--- config.mk ---
export PLATFORM = sky130hd
export DESIGN_NAME = bus_split
export DESIGN_NICKNAME = d
export VERILOG_FILES = /design/src/verilog/soc_pkg.sv /design/src/verilog/bus_split.sv
export SDC_FILE = /design/constraint.sdc
export NUM_CORES = 1
export LEC_CHECK = 0
export BUFFER_PORTS_ARGS = -buffer_cell sky130_fd_sc_hd__buf_2
export CORE_AREA = 2 2 102 104
export DETAILED_ROUTE_END_ITERATION = 16
export DIE_AREA = 0 0 104 106
export MAX_ROUTING_LAYER = met4
export PLACE_DENSITY = 0.47
export SLEW_MARGIN = 15
export SYNTH_ARGS = -nofsm -noshare
export SYNTH_HDL_FRONTEND = slang
export SYNTH_SLANG_ARGS = --single-unit
--- constraint.sdc ---
create_clock -name clk -period 1 [get_ports clk]
set_clock_uncertainty 0.1 [all_clocks]
set_input_delay 0.2 -clock clk [delete_from_list [all_inputs] [get_ports clk]]
set_output_delay 0.2 -clock clk [all_outputs]
set_load 0.05 [all_outputs]
--- src/verilog/soc_pkg.sv ---
package soc_pkg;

   //////////////////////////////////////////////////
   // bus widths
   //////////////////////////////////////////////////

   localparam int ADDR_W = 16;
   localparam int DATA_W = 32;

   // request from the master, wstrb of zero means read
   typedef struct packed {
      logic              valid;
      logic [ADDR_W-1:0] addr;
      logic [DATA_W-1:0] wdata;
      logic [3:0]        wstrb;
   } bus_req_t;

   // response, ready is a single cycle pulse
   typedef struct packed {
      logic              ready;
      logic [DATA_W-1:0] rdata;
   } bus_resp_t;

   //////////////////////////////////////////////////
   // address map
   //////////////////////////////////////////////////

   // target select sits in the top two address bits
   localparam int TGT_LSB = ADDR_W - 2;
   // uart register select, word addressed
   localparam int REG_LSB = 2;

   // 00 and 01 both land in sram
   typedef enum logic [1:0] {
      TGT_MEM  = 2'b00,
      TGT_UART = 2'b10,
      TGT_NONE = 2'b11
   } target_e;

   typedef enum logic [1:0] {
      REG_TXDATA = 2'd0,
      REG_STATUS = 2'd1,
      REG_RXDATA = 2'd2,
      REG_RSVD   = 2'd3
   } uart_reg_e;

   // status word bit positions
   localparam int STAT_TX_BUSY  = 0;
   localparam int STAT_RX_VALID = 1;

endpackage

--- src/verilog/bus_split.sv ---
`timescale 1ns/10ps

module bus_split (
   input  logic               clk,
   input  logic               arst_n,
   input  soc_pkg::bus_req_t  m_req,
   output soc_pkg::bus_resp_t m_resp,
   output soc_pkg::bus_req_t  mem_req,
   input  soc_pkg::bus_resp_t mem_resp,
   output soc_pkg::bus_req_t  uart_req,
   input  soc_pkg::bus_resp_t uart_resp
);

   soc_pkg::target_e tgt;
   logic             none_rdy;

   // address decode
   always_comb begin
      case (m_req.addr[soc_pkg::TGT_LSB +: 2])
         2'b10:   tgt = soc_pkg::TGT_UART;
         2'b11:   tgt = soc_pkg::TGT_NONE;
         default: tgt = soc_pkg::TGT_MEM;
      endcase
   end

   // same payload to both targets, only valid is steered
   always_comb begin
      mem_req        = m_req;
      mem_req.valid  = m_req.valid && (tgt == soc_pkg::TGT_MEM);
      uart_req       = m_req;
      uart_req.valid = m_req.valid && (tgt == soc_pkg::TGT_UART);
   end

   //////////////////////////////////////////////////
   // response path
   //////////////////////////////////////////////////

   always_comb begin
      case (tgt)
         soc_pkg::TGT_UART: begin
            m_resp = uart_resp;
         end
         soc_pkg::TGT_NONE: begin
            m_resp.ready = none_rdy;
            m_resp.rdata = '0;
         end
         default: begin
            m_resp = mem_resp;
         end
      endcase
   end

   // unmapped responder
   // fires once, then drops so a held valid gets no second ready
   always_ff @(posedge clk or negedge arst_n) begin
      if (!arst_n) begin
         none_rdy <= 1'b0;
      end else begin
         none_rdy <= m_req.valid && (tgt == soc_pkg::TGT_NONE) && !none_rdy;
      end
   end

endmodule

==> results of run 1 <==
how the worst max path moves through the flow:
stage	depth (start not counted)	endpoint	from	slack, ns
floorplan	2	m_resp[32]	none_rdy	-0.18
global placement	5	m_resp[16]	m_req[51]	-0.42
detailed placement	5	m_resp[19]	m_req[51]	-0.43
CTS	5	m_resp[16]	m_req[51]	-0.30
global route	5	m_resp[31]	m_req[51]	-0.31
finish	5	m_resp[16]	m_req[51]	-0.29
placed cells by master, fill, tap and decap left out:
cell / synthesis / layout
nand2_2: 0 / 1
a21oi_2: 0 / 1
nor2_4: 0 / 2
a22o_4: 0 / 32
buf_6: 1 / 17
dlygate4sd3_1: 0 / 1
buf_12: 0 / 2
and2b_2: 1 / 1
dfrtp_1: 1 / 1
inv_2: 0 / 1
nor2b_4: 1 / 1
buf_2: 3 / 69
nor3b_1: 1 / 1
buf_4: 104 / 3
diode_2: 0 / 1
mux2i_1: 1 / 1
buf_8: 3 / 27
metrics by stage:
step / area [µm²] / instances / setup slack, ns
5_1_grt: 1854 / 298 / -0.3056
2_1_floorplan: 1504 / 153 / -0.1828
3_3_place_gp: 1445 / 294 / -0.4179
3_5_place_dp: 1445 / 294 / -0.4318
6_report: 1854 / 298 / -0.2888
4_1_cts: 1763 / 297 / -0.2951
timing repair:
item                                    in CTS  in global routing
resized for setup                           92                 24
endpoints found under the setup margin      39                 35
hold buffers                                 1                  0
buffers inserted                             3                  1
pin swaps                                    2                  0
hold endpoints to repair                     1                  0
synth_stat cells:
master,count,area [µm²]
buf_4,104,780.8
a22o_1,32,280.3
buf_2,3,15.01
buf_8,3,45.04
nor2_1,2,7.510
a21oi_1,1,5.000
and2b_2,1,8.760
buf_6,1,11.26
dfrtp_1,1,25.02
inv_1,1,3.750
mux2i_1,1,10.01
nand2_1,1,3.750
nor2b_4,1,13.76
nor3b_1,1,7.510
cell type report:
type | instances | area [µm²]
repair buffers | 119 | 1015
inverters | 1 | 3.754
diodes | 1 | 2.502
flip-flops and latches | 1 | 25.02
well taps | 136 | 170.2
fillers | 1130 | 8145
multi-input cells | 40 | 638.1
cell families after synthesis:
group | count (synthesis)
AO/OA/AOI/OAI | 33
flip-flops | 1
AND/OR/NAND/NOR | 6
buffers and inverters | 112
multiplexers | 1
power breakdown:
group / switching (µW) / leakage [µW] / internal [µW]
registers: 0.887 / 0.0000135 / 42.8
clock network: 0 / 0.00000000634 / 0.000134
logic: 671 / 0.000894 / 596
total: 672 / 0.000907 / 638
routing by layer:
metal	global-route usage	vias up	share of wire
met4	0.05116	0	0.079
li1	-	434	-
met1	0.06853	425	0.33
met2	0.1222	80	0.47
met5	-	-	0
met3	0.01901	53	0.12
critical path: cells and delay by family:
family	cells	cell delay (ns)
compound gates	1	0.23
buf+inv	3	0.42
simple gates	1	0.13
==> results.json, run 1 <==
{
  "insertion_delay_ns": 0,
  "largest_register_ffs": 1,
  "regMostFlops": "none_rdy",
  "total_power_uw": 1311,
  "syn_area_mm2": 0.001217,
  "yosys.area_share.simple": 0.03392,
  "fin_tns_setup_ns": -9.094,
  "io_pins": 260,
  "period_minus_slack_ns": 1.289,
  "routabilityCongestion": 0.6059,
  "grt_first_pass_wirelength_um": 5899,
  "ys_seq_elements": 1,
  "finalMaxSlewViolations": 0,
  "die_area_mm2": 0.01102,
  "die_h_um": 106,
  "hold_class": "in2out",
  "muxShareOfSynthArea": 0.008222,
  "cp-end-kind": "primary output",
  "crit_path_max_fanout": 24,
  "max_freq_mhz": 775.9,
  "critPathLaunchType": "input port",
  "grt_pass1_vias": 1055,
  "cp_slowest_cell": "a22o_4",
  "syn_nets": 274,
  "synth.yosys.warnings": 0,
  "num-nets-final": 284,
  "rr_startpoint": "none_rdy",
  "yosys.area_share.adder": 0,
  "antenna_found_initial": 2,
  "row_count": 37,
  "coreArea_mm2": 0.01000,
  "finalHoldViolCount": 0,
  "reg2reg_to": "none_rdy",
  "timing.hold.ws_ns": 0.3000,
  "grt-ovfl-total": 0,
  "grt_max_degree": 25,
  "min_to": "mem_req[39]",
  "slew_headroom": 0.8371,
  "ys_seq_area_frac": 0.02055,
  "drive_gt1_frac": 0.9752,
  "avgSynthCellArea_um2": 7.957,
  "numPortBuffers": 109,
  "synth_top_family_by_area": "buffers and inverters",
  "period_share": 1.289,
  "hold_path_depth": 0,
  "dieWidth_um": 104,
  "crit_required_ns": 0.70,
  "vias": 992,
  "first_pass_iters": 4,
  "hold_start": "m_req[39]",
  "utilization": 0.1854,
  "tightest_slew_ns": 0.2460,
  "failed_checks": "negative setup slack",
  "fin_ws_ns": -0.2888,
  "p_leak_uw": 0.0009071,
  "drt-total-wl_um": 4297,
  "drt_iter0_markers": 28,
  "r2r_setup_slack_ns": 0.26,
  "cap_violations": 0,
  "ir_drop_mv": 0.2327,
  "arrival_ns": 0.99,
  "setup_violations": 35,
  "drc_errors": 0,
  "cpPeakStageDelay_ns": 0.23,
  "yosys.cell_types.count": 14,
  "synth-compound-area-share": 0.2343,
  "ant_nets": 0,
  "reg.largest.list": "none_rdy (1)",
  "rsz0062_at_grt": "true",
  "reg2reg_depth": 1,
  "track_usage": 0.07058,
  "initial_utilization": 0.1217,
  "synth_xor_area_frac": 0,
  "routed_via_density": 3.329,
  "area_delta_synth_final_pct": 52.31,
  "wl_per_cell_um": 14.42,
  "synth_cells": 153,
  "cp_common_cell": "buf_8",
  "status": "finished with violations",
  "path_class": "in2out",
  "worstPathCellList": "buf_8 -> nor2b_4 -> buf_12 -> a22o_4 -> buf_8",
  "cellPowerDensity_mw_per_mm2": 706.8
}
Note: power is estimated with default switching activity, not from simulation.
==> inputs of run 2 (changes only) <==
--- a/config.mk
+++ b/config.mk
@@ -6,11 +6,12 @@
 export NUM_CORES = 1
 export LEC_CHECK = 0
 export BUFFER_PORTS_ARGS = -buffer_cell sky130_fd_sc_hd__buf_2
-export CORE_AREA = 2 2 102 104
+export CORE_AREA = 2 2 100 102
+export CTS_BUF_LIST = sky130_fd_sc_hd__clkbuf_8
 export DETAILED_ROUTE_END_ITERATION = 16
-export DIE_AREA = 0 0 104 106
+export DIE_AREA = 0 0 102 104
 export MAX_ROUTING_LAYER = met4
-export PLACE_DENSITY = 0.47
+export PLACE_DENSITY = 0.49
 export SLEW_MARGIN = 15
 export SYNTH_ARGS = -nofsm -noshare
 export SYNTH_HDL_FRONTEND = slang
==> run 2 against run 1 <==
The run still ends with negative setup slack left. Final cell count down 1.3%. Sequential power up 1%. Core utilization up 0.52 points. Critical path type unchanged.
==> results.json, run 2 (synthesis results as in run 1) <==
{
  "status": "finished with violations",
  "failed_checks": "negative setup slack",
  "grt_max_degree": 18,
  "grt_first_pass_wirelength_um": 5126,
  "die_h_um": 104,
  "routabilityCongestion": 0.5922,
  "grt-ovfl-total": 0,
  "finalMaxSlewViolations": 0,
  "r2r_setup_slack_ns": 0.26,
  "coreArea_mm2": 0.009549,
  "dieWidth_um": 102,
  "regMostFlops": "none_rdy",
  "arrival_ns": 0.97,
  "dpl_worst_slack_ns": -0.4446,
  "post-dp-hpwl_um": 3038,
  "cellPowerDensity_mw_per_mm2": 700.1,
  "reg.largest.list": "none_rdy (1)",
  "vias": 975,
  "crit_path_max_fanout": 15,
  "p_leak_uw": 0.0008956,
  "fin_ws_ns": -0.2704,
  "max_freq_mhz": 787.1,
  "antenna_found_initial": 0,
  "routed_via_density": 3.316,
  "hold_path_depth": 0,
  "total_power_uw": 1274,
  "hold_start": "m_req[38]",
  "fin_cells": 294,
  "tightest_slew_ns": 0.2029,
  "reg2reg_to": "none_rdy",
  "rr_startpoint": "none_rdy",
  "area_delta_synth_final_pct": 49.54,
  "row_count": 36,
  "cp-end-kind": "primary output",
  "wl_per_cell_um": 12.28,
  "die_area_mm2": 0.01061,
  "worst-path-buf-inv": 3,
  "io_pins": 260,
  "drt_iter0_markers": 12,
  "worstPathCellList": "buf_8 -> nor2b_4 -> buf_12 -> a22o_4 -> buf_12",
  "diodes": 0,
  "drt-total-wl_um": 3609,
  "path_class": "in2out",
  "reg2reg_depth": 1,
  "cpPeakStageDelay_ns": 0.23,
  "grt_pass1_vias": 1047,
  "critPathLaunchType": "input port",
  "place_inst": 291,
  "initial_utilization": 0.1275,
  "drive_gt1_frac": 0.9876,
  "track_usage": 0.06197,
  "hold_class": "in2out",
  "final_common_cell": "buf_2",
  "insertion_delay_ns": 0,
  "period_minus_slack_ns": 1.270,
  "cap_violations": 0,
  "cp_slowest_cell": "a22o_4",
  "cp_common_cell": "buf_12",
  "final_cell_mix": "buf_2 (68), buf_6 (38), a22o_4 (32), buf_8 (6), buf_12 (5)",
  "numPortBuffers": 109,
  "first_pass_iters": 4,
  "largest_register_ffs": 1,
  "setup_violations": 37,
  "finalHoldViolCount": 0,
  "ant_nets": 0,
  "cp_top_family": "buffers and inverters",
  "min_to": "mem_req[38]",
  "fin_tns_setup_ns": -8.918,
  "rsz0062_at_grt": "true",
  "slew_headroom": 0.8620,
  "period_share": 1.270,
  "ir_drop_mv": 0.2375,
  "drc_errors": 0,
  "crit_required_ns": 0.70,
  "num-nets-final": 284
}
==> run 2: through the flow <==
step | util | hold WS (ns) | area, µm²
floorplan | - | -0.1956 | 1504
global placement | 0.1551 | -0.1151 | 1481
detailed placement | 0.1551 | -0.1110 | 1481
CTS | 0.1872 | 0.3005 | 1788
global route | 0.1906 | 0.3001 | 1821
finish | 0.1906 | 0.3000 | 1821
==> run 2: routing by layer <==
metal / vias to the layer above / share of wire / global-route usage
li1: 430 / - / -
met1: 438 / 0.30 / 0.05515
met4: 0 / 0.046 / 0.03048
met2: 76 / 0.53 / 0.1156
met3: 31 / 0.13 / 0.01882
met5: - / 0 / -
==> run 2: cell type report <==
class	count	area [µm²]
fill	1089	7729
timing repair buffer	119	975.9
sequential	1	25.02
tap	133	166.4
multi-input combinational	40	649.4
inverter	1	3.754
==> run 2: what timing repair did <==
item | 4_1_cts | 5_1_grt
hold buffers | 1 | 0
pin swaps | 1 | 1
setup endpoints to repair | 39 | 39
setup buffers | 2 | 0
endpoints found under the hold margin | 1 | 0
gates resized for setup | 89 | 7
==> run 2: how the worst max path moves through the flow <==
| stage | start | endpoint | slack (ns) | cells past startpoint |
|---|---|---|---|---|
| finish | m_req[51] | m_resp[10] | -0.27 | 5 |
| global route | m_req[51] | m_resp[11] | -0.30 | 5 |
| CTS | m_req[51] | m_resp[10] | -0.28 | 5 |
| detailed placement | m_req[51] | m_resp[11] | -0.44 | 5 |
| global placement | m_req[51] | m_resp[11] | -0.43 | 5 |
| floorplan | none_rdy | m_resp[32] | -0.18 | 2 |
==> run 2: where the power goes <==
group / switching, µW / internal [µW]
logic: 663 / 567
clock network: 0 / 0
registers: 1.39 / 42.8
total: 665 / 610
