## src/verilog/soc_pkg.sv

```systemverilog
package soc_pkg;

   //////////////////////////////////////////////////
   // bus widths
   //////////////////////////////////////////////////

   localparam int ADDR_W = 16;
   localparam int DATA_W = 32;

   // request from the master, wstrb of zero means read
   typedef struct packed {
      logic              valid;
      logic [ADDR_W-1:0] addr;
      logic [DATA_W-1:0] wdata;
      logic [3:0]        wstrb;
   } bus_req_t;

   // response, ready is a single cycle pulse
   typedef struct packed {
      logic              ready;
      logic [DATA_W-1:0] rdata;
   } bus_resp_t;

   //////////////////////////////////////////////////
   // address map
   //////////////////////////////////////////////////

   // target select sits in the top two address bits
   localparam int TGT_LSB = ADDR_W - 2;
   // uart register select, word addressed
   localparam int REG_LSB = 2;

   // 00 and 01 both land in sram
   typedef enum logic [1:0] {
      TGT_MEM  = 2'b00,
      TGT_UART = 2'b10,
      TGT_NONE = 2'b11
   } target_e;

   typedef enum logic [1:0] {
      REG_TXDATA = 2'd0,
      REG_STATUS = 2'd1,
      REG_RXDATA = 2'd2,
      REG_RSVD   = 2'd3
   } uart_reg_e;

   // status word bit positions
   localparam int STAT_TX_BUSY  = 0;
   localparam int STAT_RX_VALID = 1;

endpackage

```

## src/verilog/uart_tx.sv

```systemverilog
`timescale 1ns/10ps

module uart_tx #(
   parameter int BAUD_DIV = 8
) (
   input  logic       clk,
   input  logic       arst_n,
   input  logic       start,
   input  logic [7:0] data,
   input  logic       cts,
   output logic       txd,
   output logic       busy
);

   localparam int               CNT_W = $clog2(BAUD_DIV);
   localparam logic [CNT_W-1:0] LAST  = CNT_W'(BAUD_DIV - 1);

   typedef enum logic [2:0] {
      TX_IDLE,
      TX_WAIT_CTS,
      TX_START,
      TX_DATA,
      TX_STOP
   } tx_state_e;

   tx_state_e        state;
   logic [CNT_W-1:0] baud_cnt;
   logic [2:0]       bit_cnt;
   logic [7:0]       shift;
   logic             bit_end;

   assign bit_end = (baud_cnt == LAST);
   assign busy    = (state != TX_IDLE);

   always_ff @(posedge clk or negedge arst_n) begin
      if (!arst_n) begin
         state    <= TX_IDLE;
         baud_cnt <= '0;
         bit_cnt  <= '0;
         shift    <= '0;
         txd      <= 1'b1;
      end else begin
         case (state)
            TX_IDLE: begin
               txd <= 1'b1;
               if (start) begin
                  shift <= data;
                  state <= TX_WAIT_CTS;
               end
            end
            TX_WAIT_CTS: begin
               // peer holds cts high when it cannot take data
               if (!cts) begin
                  state    <= TX_START;
                  baud_cnt <= '0;
                  txd      <= 1'b0;
               end
            end
            TX_START: begin
               baud_cnt <= baud_cnt + 1'b1;
               if (bit_end) begin
                  state    <= TX_DATA;
                  baud_cnt <= '0;
                  bit_cnt  <= '0;
                  txd      <= shift[0];
               end
            end
            TX_DATA: begin
               baud_cnt <= baud_cnt + 1'b1;
               if (bit_end) begin
                  baud_cnt <= '0;
                  bit_cnt  <= bit_cnt + 1'b1;
                  shift    <= {1'b1, shift[7:1]};
                  if (bit_cnt == 3'd7) begin
                     state <= TX_STOP;
                     txd   <= 1'b1;
                  end else begin
                     // lsb first
                     txd <= shift[1];
                  end
               end
            end
            TX_STOP: begin
               baud_cnt <= baud_cnt + 1'b1;
               if (bit_end) begin
                  state    <= TX_IDLE;
                  baud_cnt <= '0;
               end
            end
            default: begin
               state <= TX_IDLE;
            end
         endcase
      end
   end

endmodule

```

## src/verilog/uart_rx.sv

```systemverilog
`timescale 1ns/10ps

module uart_rx #(
   parameter int BAUD_DIV = 8
) (
   input  logic       clk,
   input  logic       arst_n,
   input  logic       rxd,
   output logic       byte_valid,
   output logic [7:0] data
);

   localparam int               CNT_W = $clog2(BAUD_DIV);
   localparam logic [CNT_W-1:0] HALF  = CNT_W'(BAUD_DIV / 2 - 1);
   localparam logic [CNT_W-1:0] LAST  = CNT_W'(BAUD_DIV - 1);

   typedef enum logic [1:0] {
      RX_IDLE,
      RX_START,
      RX_DATA,
      RX_STOP
   } rx_state_e;

   rx_state_e        state;
   logic [2:0]       rxd_sh;
   logic             rxd_s;
   logic             fall;
   logic [CNT_W-1:0] baud_cnt;
   logic [2:0]       bit_cnt;

   // two sync stages, the third flop only for edge detect
   assign rxd_s = rxd_sh[1];
   assign fall  = rxd_sh[2] && !rxd_sh[1];

   always_ff @(posedge clk or negedge arst_n) begin
      if (!arst_n) begin
         rxd_sh     <= 3'b111;
         state      <= RX_IDLE;
         baud_cnt   <= '0;
         bit_cnt    <= '0;
         data       <= '0;
         byte_valid <= 1'b0;
      end else begin
         rxd_sh     <= {rxd_sh[1:0], rxd};
         byte_valid <= 1'b0;
         baud_cnt   <= baud_cnt + 1'b1;
         case (state)
            RX_IDLE: begin
               baud_cnt <= '0;
               if (fall) begin
                  state <= RX_START;
               end
            end
            RX_START: begin
               // half a bit in, line must still be low
               if (baud_cnt == HALF) begin
                  baud_cnt <= '0;
                  bit_cnt  <= '0;
                  state    <= rxd_s ? RX_IDLE : RX_DATA;
               end
            end
            RX_DATA: begin
               if (baud_cnt == LAST) begin
                  baud_cnt <= '0;
                  bit_cnt  <= bit_cnt + 1'b1;
                  data     <= {rxd_s, data[7:1]};
                  if (bit_cnt == 3'd7) begin
                     state <= RX_STOP;
                  end
               end
            end
            RX_STOP: begin
               // framing error drops the byte
               if (baud_cnt == LAST) begin
                  state      <= RX_IDLE;
                  byte_valid <= rxd_s;
               end
            end
            default: begin
               state <= RX_IDLE;
            end
         endcase
      end
   end

endmodule

```

## src/verilog/uart_ctrl.sv

```systemverilog
`timescale 1ns/10ps

module uart_ctrl #(
   parameter int BAUD_DIV = 8
) (
   input  logic               clk,
   input  logic               arst_n,
   input  soc_pkg::bus_req_t  req,
   output soc_pkg::bus_resp_t resp,
   output logic               txd,
   input  logic               rxd,
   output logic               rts,
   input  logic               cts
);

   soc_pkg::uart_reg_e         reg_sel;
   logic                       is_write;
   logic                       tx_wr;
   logic                       accept;
   logic                       rdy;
   logic                       tx_start;
   logic                       tx_busy;
   logic                       rd_rx;
   logic                       rx_byte_valid;
   logic [7:0]                 rx_data;
   logic [7:0]                 rx_buf;
   logic                       rx_valid;
   logic [soc_pkg::DATA_W-1:0] status;
   logic [soc_pkg::DATA_W-1:0] rdata_q;

   //////////////////////////////////////////////////
   // bus side
   //////////////////////////////////////////////////

   assign reg_sel  = soc_pkg::uart_reg_e'(req.addr[soc_pkg::REG_LSB +: 2]);
   assign is_write = |req.wstrb;
   assign tx_wr    = req.valid && is_write && (reg_sel == soc_pkg::REG_TXDATA);
   // tx write waits here until the running frame is done
   assign accept   = req.valid && !rdy && !(tx_wr && tx_busy);
   assign tx_start = accept && tx_wr;
   assign rd_rx    = accept && !is_write && (reg_sel == soc_pkg::REG_RXDATA);

   always_comb begin
      status                         = '0;
      status[soc_pkg::STAT_TX_BUSY]  = tx_busy;
      status[soc_pkg::STAT_RX_VALID] = rx_valid;
   end

   always_ff @(posedge clk or negedge arst_n) begin
      if (!arst_n) begin
         rdy      <= 1'b0;
         rx_valid <= 1'b0;
      end else begin
         rdy <= accept;
         // a new byte wins over the read that clears
         if (rx_byte_valid) begin
            rx_valid <= 1'b1;
         end else if (rd_rx) begin
            rx_valid <= 1'b0;
         end
      end
   end

   always_ff @(posedge clk) begin
      if (rx_byte_valid) begin
         rx_buf <= rx_data;
      end
      if (accept) begin
         case (reg_sel)
            soc_pkg::REG_STATUS: rdata_q <= status;
            soc_pkg::REG_RXDATA: rdata_q <= {{(soc_pkg::DATA_W-8){1'b0}}, rx_buf};
            soc_pkg::REG_TXDATA,
            soc_pkg::REG_RSVD:   rdata_q <= '0;
         endcase
      end
   end

   assign resp = '{ready: rdy, rdata: rdata_q};
   // low means room for another byte
   assign rts  = rx_valid;

   //////////////////////////////////////////////////
   // serial side
   //////////////////////////////////////////////////

   uart_tx #(
      .BAUD_DIV (BAUD_DIV)
   ) u_uart_tx (
      .clk    (clk),
      .arst_n (arst_n),
      .start  (tx_start),
      .data   (req.wdata[7:0]),
      .cts    (cts),
      .txd    (txd),
      .busy   (tx_busy)
   );

   uart_rx #(
      .BAUD_DIV (BAUD_DIV)
   ) u_uart_rx (
      .clk        (clk),
      .arst_n     (arst_n),
      .rxd        (rxd),
      .byte_valid (rx_byte_valid),
      .data       (rx_data)
   );

endmodule

```

## config.mk

```make
export PLATFORM = sky130hd
export DESIGN_NAME = uart_ctrl
export DESIGN_NICKNAME = d
export VERILOG_FILES = /design/src/verilog/soc_pkg.sv /design/src/verilog/uart_tx.sv /design/src/verilog/uart_rx.sv /design/src/verilog/uart_ctrl.sv
export SDC_FILE = /design/constraint.sdc
export NUM_CORES = 1
export LEC_CHECK = 0
export BUFFER_PORTS_ARGS = -buffer_cell sky130_fd_sc_hd__buf_2
export CAP_MARGIN = 10
export CELL_PAD_IN_SITES_DETAIL_PLACEMENT = 1
export CELL_PAD_IN_SITES_GLOBAL_PLACEMENT = 1
export CORE_ASPECT_RATIO = 1.25
export CORE_MARGIN = 5
export CORE_UTILIZATION = 39
export CTS_CLUSTER_SIZE = 12
export DETAILED_ROUTE_END_ITERATION = 6
export PLACE_DENSITY = 0.82
export REMOVE_ABC_BUFFERS = 1
export SYNTH_ARGS = -nofsm -noshare
export SYNTH_HDL_FRONTEND = slang
export SYNTH_SLANG_ARGS = --single-unit
```

## constraint.sdc

```tcl
create_clock -name clk -period 2.2 [get_ports clk]
set_input_delay 0.22 -clock clk [delete_from_list [all_inputs] [get_ports clk]]
set_output_delay 0.22 -clock clk [all_outputs]
set_load 0.02 [all_outputs]
```

==> impl_metrics.env <==
export IMPL_outcome="finished, final reports clean"
export IMPL_drtPass1Iterations=4
export IMPL_synth_async_sr_flop_share_pct=71.4
export IMPL_fin_crit_share_pct=85.4
export IMPL_route_antenna_remaining_nets=0
export IMPL_yosys_area_share_simple_pct=14.3
export IMPL_grt_max_degree=39
export IMPL_floorplan_initialDensity_pct=40.1
export IMPL_flip_flop_and_latch_count_after_synthesis=56
export IMPL_routed_via_count=1813
export IMPL_tritoncts="built"
export IMPL_synth_compound_area_share_pct=9.52
export IMPL_yosys_warnings=0
export IMPL_hp_class="primary input to async pin"
export IMPL_total_area_of_multi_input_combinational_cells_um2=1110
export IMPL_worstPathRequired_ns=2.40
export IMPL_number_of_gates_resized_after_cts=0
export IMPL_final_routed_wirelength_um=5240
export IMPL_post_synth_cell_area_avg_um2=11.4
export IMPL_numCtsBuffers=5
export IMPL_maxCapViolations=0
export IMPL_worst_pin_slew_ns=0.859
export IMPL_fillerInstances=823
export IMPL_synthDistinctLibCells=44
export IMPL_post_synth_main_area_contributors="sky130_fd_sc_hd__dfrtp_1 (32%), sky130_fd_sc_hd__edfxtp_1 (17%), sky130_fd_sc_hd__buf_4 (6.9%), sky130_fd_sc_hd__ha_1 (4.9%), sky130_fd_sc_hd__nand2_1 (4.4%)"
export IMPL_cts_root_buf="sky130_fd_sc_hd__clkbuf_8"
export IMPL_cts_hold_buf=1
export IMPL_antennaDiodeCount=0
export IMPL_timing_hold_violations_final=0
export IMPL_grt_first_pass_wirelength_um=8890
export IMPL_route_detailed_vias_per_inst=4.93
export IMPL_fp_dieH_um=105
export IMPL_synth_mux_area_fraction_pct=7.56
export IMPL_final_max_slew_viol_count=0
export IMPL_netSwitchingPower_mw=1.02
export IMPL_synth_enable_flop_cells=16
export IMPL_ys_seq_area_share_pct=52.8
export IMPL_clockPowerShare_pct=20.0
export IMPL_cts_setup_buffers=0
export IMPL_gr_total_overflow=0
export IMPL_design_core_area_um2=7020
export IMPL_leakagePower_nw=1.43
export IMPL_final_hold_worst_slack_ns=0.00509
export IMPL_area_share_of_fa_ha_maj_cells_after_synthesis_pct=4.89
export IMPL_place_congestion=0.697
export IMPL_final_common_cell="sky130_fd_sc_hd__dfrtp_1"
export IMPL_io_buffers=29
export IMPL_achievable_frequency_mhz=533
export IMPL_clock_latency_late_sink_ns=0.31
export IMPL_drive_above_1_share_pct=23.4
export IMPL_final_min_clock_period_ns=1.88
export IMPL_post_synthesis_cell_count=246
export IMPL_yosys_area_share_xor_xnor_pct=0
export IMPL_fp_dieArea_um2=9020
export IMPL_clk_transition_reported_paths_ns=0.10
export IMPL_report_final_setup_viol=0
export IMPL_sw_frac_of_total_pct=34.9
export IMPL_area_delta_synth_final_pct=7.52
export IMPL_synth_top_family_by_area="simple AND/OR/NAND/NOR gates"
export IMPL_route_detailed_drc=0
export IMPL_pwr_share_seq_pct=50.3
export IMPL_total_power_mw=2.92
export IMPL_ys_flop_type="sky130_fd_sc_hd__dfrtp_1"
export IMPL_critical_path_max_fanout=10
export IMPL_floorplan_die_width_um=86.0
export IMPL_rsz0062_at_grt="false"
export IMPL_fin_worst_skew_ns=0.00498
export IMPL_nNetsFinal=345
export IMPL_sequential_cell_area_um2=1490
export IMPL_share_comb_of_total_power_pct=29.7
export IMPL_final_area_um2=3020
export IMPL_detail_route_wl_per_cell_um=14.2
export IMPL_ir_drop_v=0.000322
export IMPL_worst_setup_path_type="register to register"
export IMPL_slew_limit_headroom_pct=42.8
export IMPL_intPower_mw=1.90
export IMPL_first_global_vias=1986
export IMPL_final_cell_mix="sky130_fd_sc_hd__dfrtp_1 (36), sky130_fd_sc_hd__nand2_1 (33), sky130_fd_sc_hd__buf_2 (29)"
export IMPL_synth_area_um2=2810
export IMPL_power_density_cells_nw_per_um2=965
export IMPL_rows=34
export IMPL_synth_largest_area_cell="sky130_fd_sc_hd__dfrtp_1"
export IMPL_drt_iter0_drc=43
export IMPL_h_tree_lvls=2
export IMPL_tns_ns=0
export IMPL_cp_data_arrival_time_ns=2.08
export IMPL_post_dp_hpwl_um=3960
export IMPL_synth_top_area_share_pct=32.0
export IMPL_cts_buffer_depth=2
export IMPL_grt_antenna_before_repair=0
export IMPL_placedInstanceArea_um2=2920
export IMPL_finish_utilization_pct=43.1
export IMPL_numClockSinks=56
export IMPL_grt_usage_pct=12.3
export IMPL_cp_start_kind="register"
export IMPL_endpoint_kind="register"
export IMPL_io_pins=92
-- critical path, cell delays in order, from the launching register on --
cell and delay [ns]:
sky130_fd_sc_hd__dfrtp_1 0.39, sky130_fd_sc_hd__ha_1 0.25, sky130_fd_sc_hd__ha_1 0.23, sky130_fd_sc_hd__nor2b_1 0.16, sky130_fd_sc_hd__nand2_1 0.33, sky130_fd_sc_hd__mux2_2 0.40
-- final timing paths --
path | from | endpoint | slack [ns] | depth (start not counted)
max | u_uart_rx.baud_cnt[0] | u_uart_rx.data[0] | 0.32 | 5
min | arst_n | u_uart_rx.data[3] | 0.005 | 1
max reg2reg | u_uart_rx.baud_cnt[0] | u_uart_rx.data[0] | 0.32 | 5
min reg2reg | u_uart_rx.rxd_sh[0] | u_uart_rx.rxd_sh[1] | 0.36 | 0
max in group asynchronous | arst_n | u_uart_rx.rxd_sh[1] | 1.51 | 2
min in group clk | req[11] | u_uart_tx.shift[7] | 0.15 | 3
-- metal layers --
metal	part of all wire, %	global-route usage [%]	vias up
li1	-	-	867
met1	39	13.0	902
met3	4.4	3.07	6
met5	0	0	-
met4	1.7	4.52	0
met2	55	23.0	38
-- logic make-up (layout without fill, tap and decap cells) --
| group | Yosys count | after routing |
|---|---|---|
| mux | 20 | 20 |
| flops | 56 | 56 |
| buf+inv | 39 | 48 |
| compound gates | 42 | 42 |
| fa+ha+maj | 11 | 11 |
| simple gates | 77 | 77 |
| other cells | 1 | 24 |
-- cells in the mapped netlist (6+ instances only) --
cell type and count:
sky130_fd_sc_hd__dfrtp_1 36, sky130_fd_sc_hd__nand2_1 33, sky130_fd_sc_hd__buf_4 26, sky130_fd_sc_hd__o21ai_0 17, sky130_fd_sc_hd__edfxtp_1 16, sky130_fd_sc_hd__nor2_1 13
sky130_fd_sc_hd__ha_1 11, sky130_fd_sc_hd__mux2_2 10, sky130_fd_sc_hd__mux2i_1 10, sky130_fd_sc_hd__a21oi_1 9, sky130_fd_sc_hd__nor2b_1 8, sky130_fd_sc_hd__and2_1 6
-- per-stage QoR --
step	setup slack (ns)	cells
after detailed placement	0.325	359
after global placement	0.397	359
after CTS	0.289	368
after floorplan	0.179	233
after global routing	0.239	368
final	0.322	368
-- registers in the layout, summed over array words and instances (netlist names), 3 cells and up, named ones only --
| signal | cells |
|---|---|
| rdata_q | 8 |
| rx_buf | 8 |
| u_uart_rx.data | 8 |
| u_uart_tx.shift | 8 |
| u_uart_rx.baud_cnt | 3 |
| u_uart_rx.bit_cnt | 3 |
| u_uart_rx.rxd_sh | 3 |
| u_uart_tx.baud_cnt | 3 |
| u_uart_tx.bit_cnt | 3 |
| u_uart_tx.state | 3 |
-- layout make-up --
type / count / share of cell area, %
Clock buffer: 5 / 2.28
Clock inverter: 3 / 0.910
Inverter: 3 / 0.372
Tap cell: 90 / 3.72
Timing Repair Buffer: 37 / 6.87
Sequential cell: 56 / 49.2
Multi-Input combinational cell: 174 / 36.7
-- power by group through the flow --
| stage | sequential (mW) | combinational, mW | clock (mW) |
|---|---|---|---|
| 6_report | 1.47 | 0.866 | 0.584 |
| 2_1_floorplan | 1.48 | 0.613 | 0 |
| 5_1_grt | 1.50 | 1.00 | 0.647 |
| 3_3_place_gp | 1.48 | 0.813 | 0 |
| 4_1_cts | 1.47 | 0.885 | 0.608 |
| 3_5_place_dp | 1.49 | 0.875 | 0 |
Note: power is estimated with default switching activity, not from simulation.
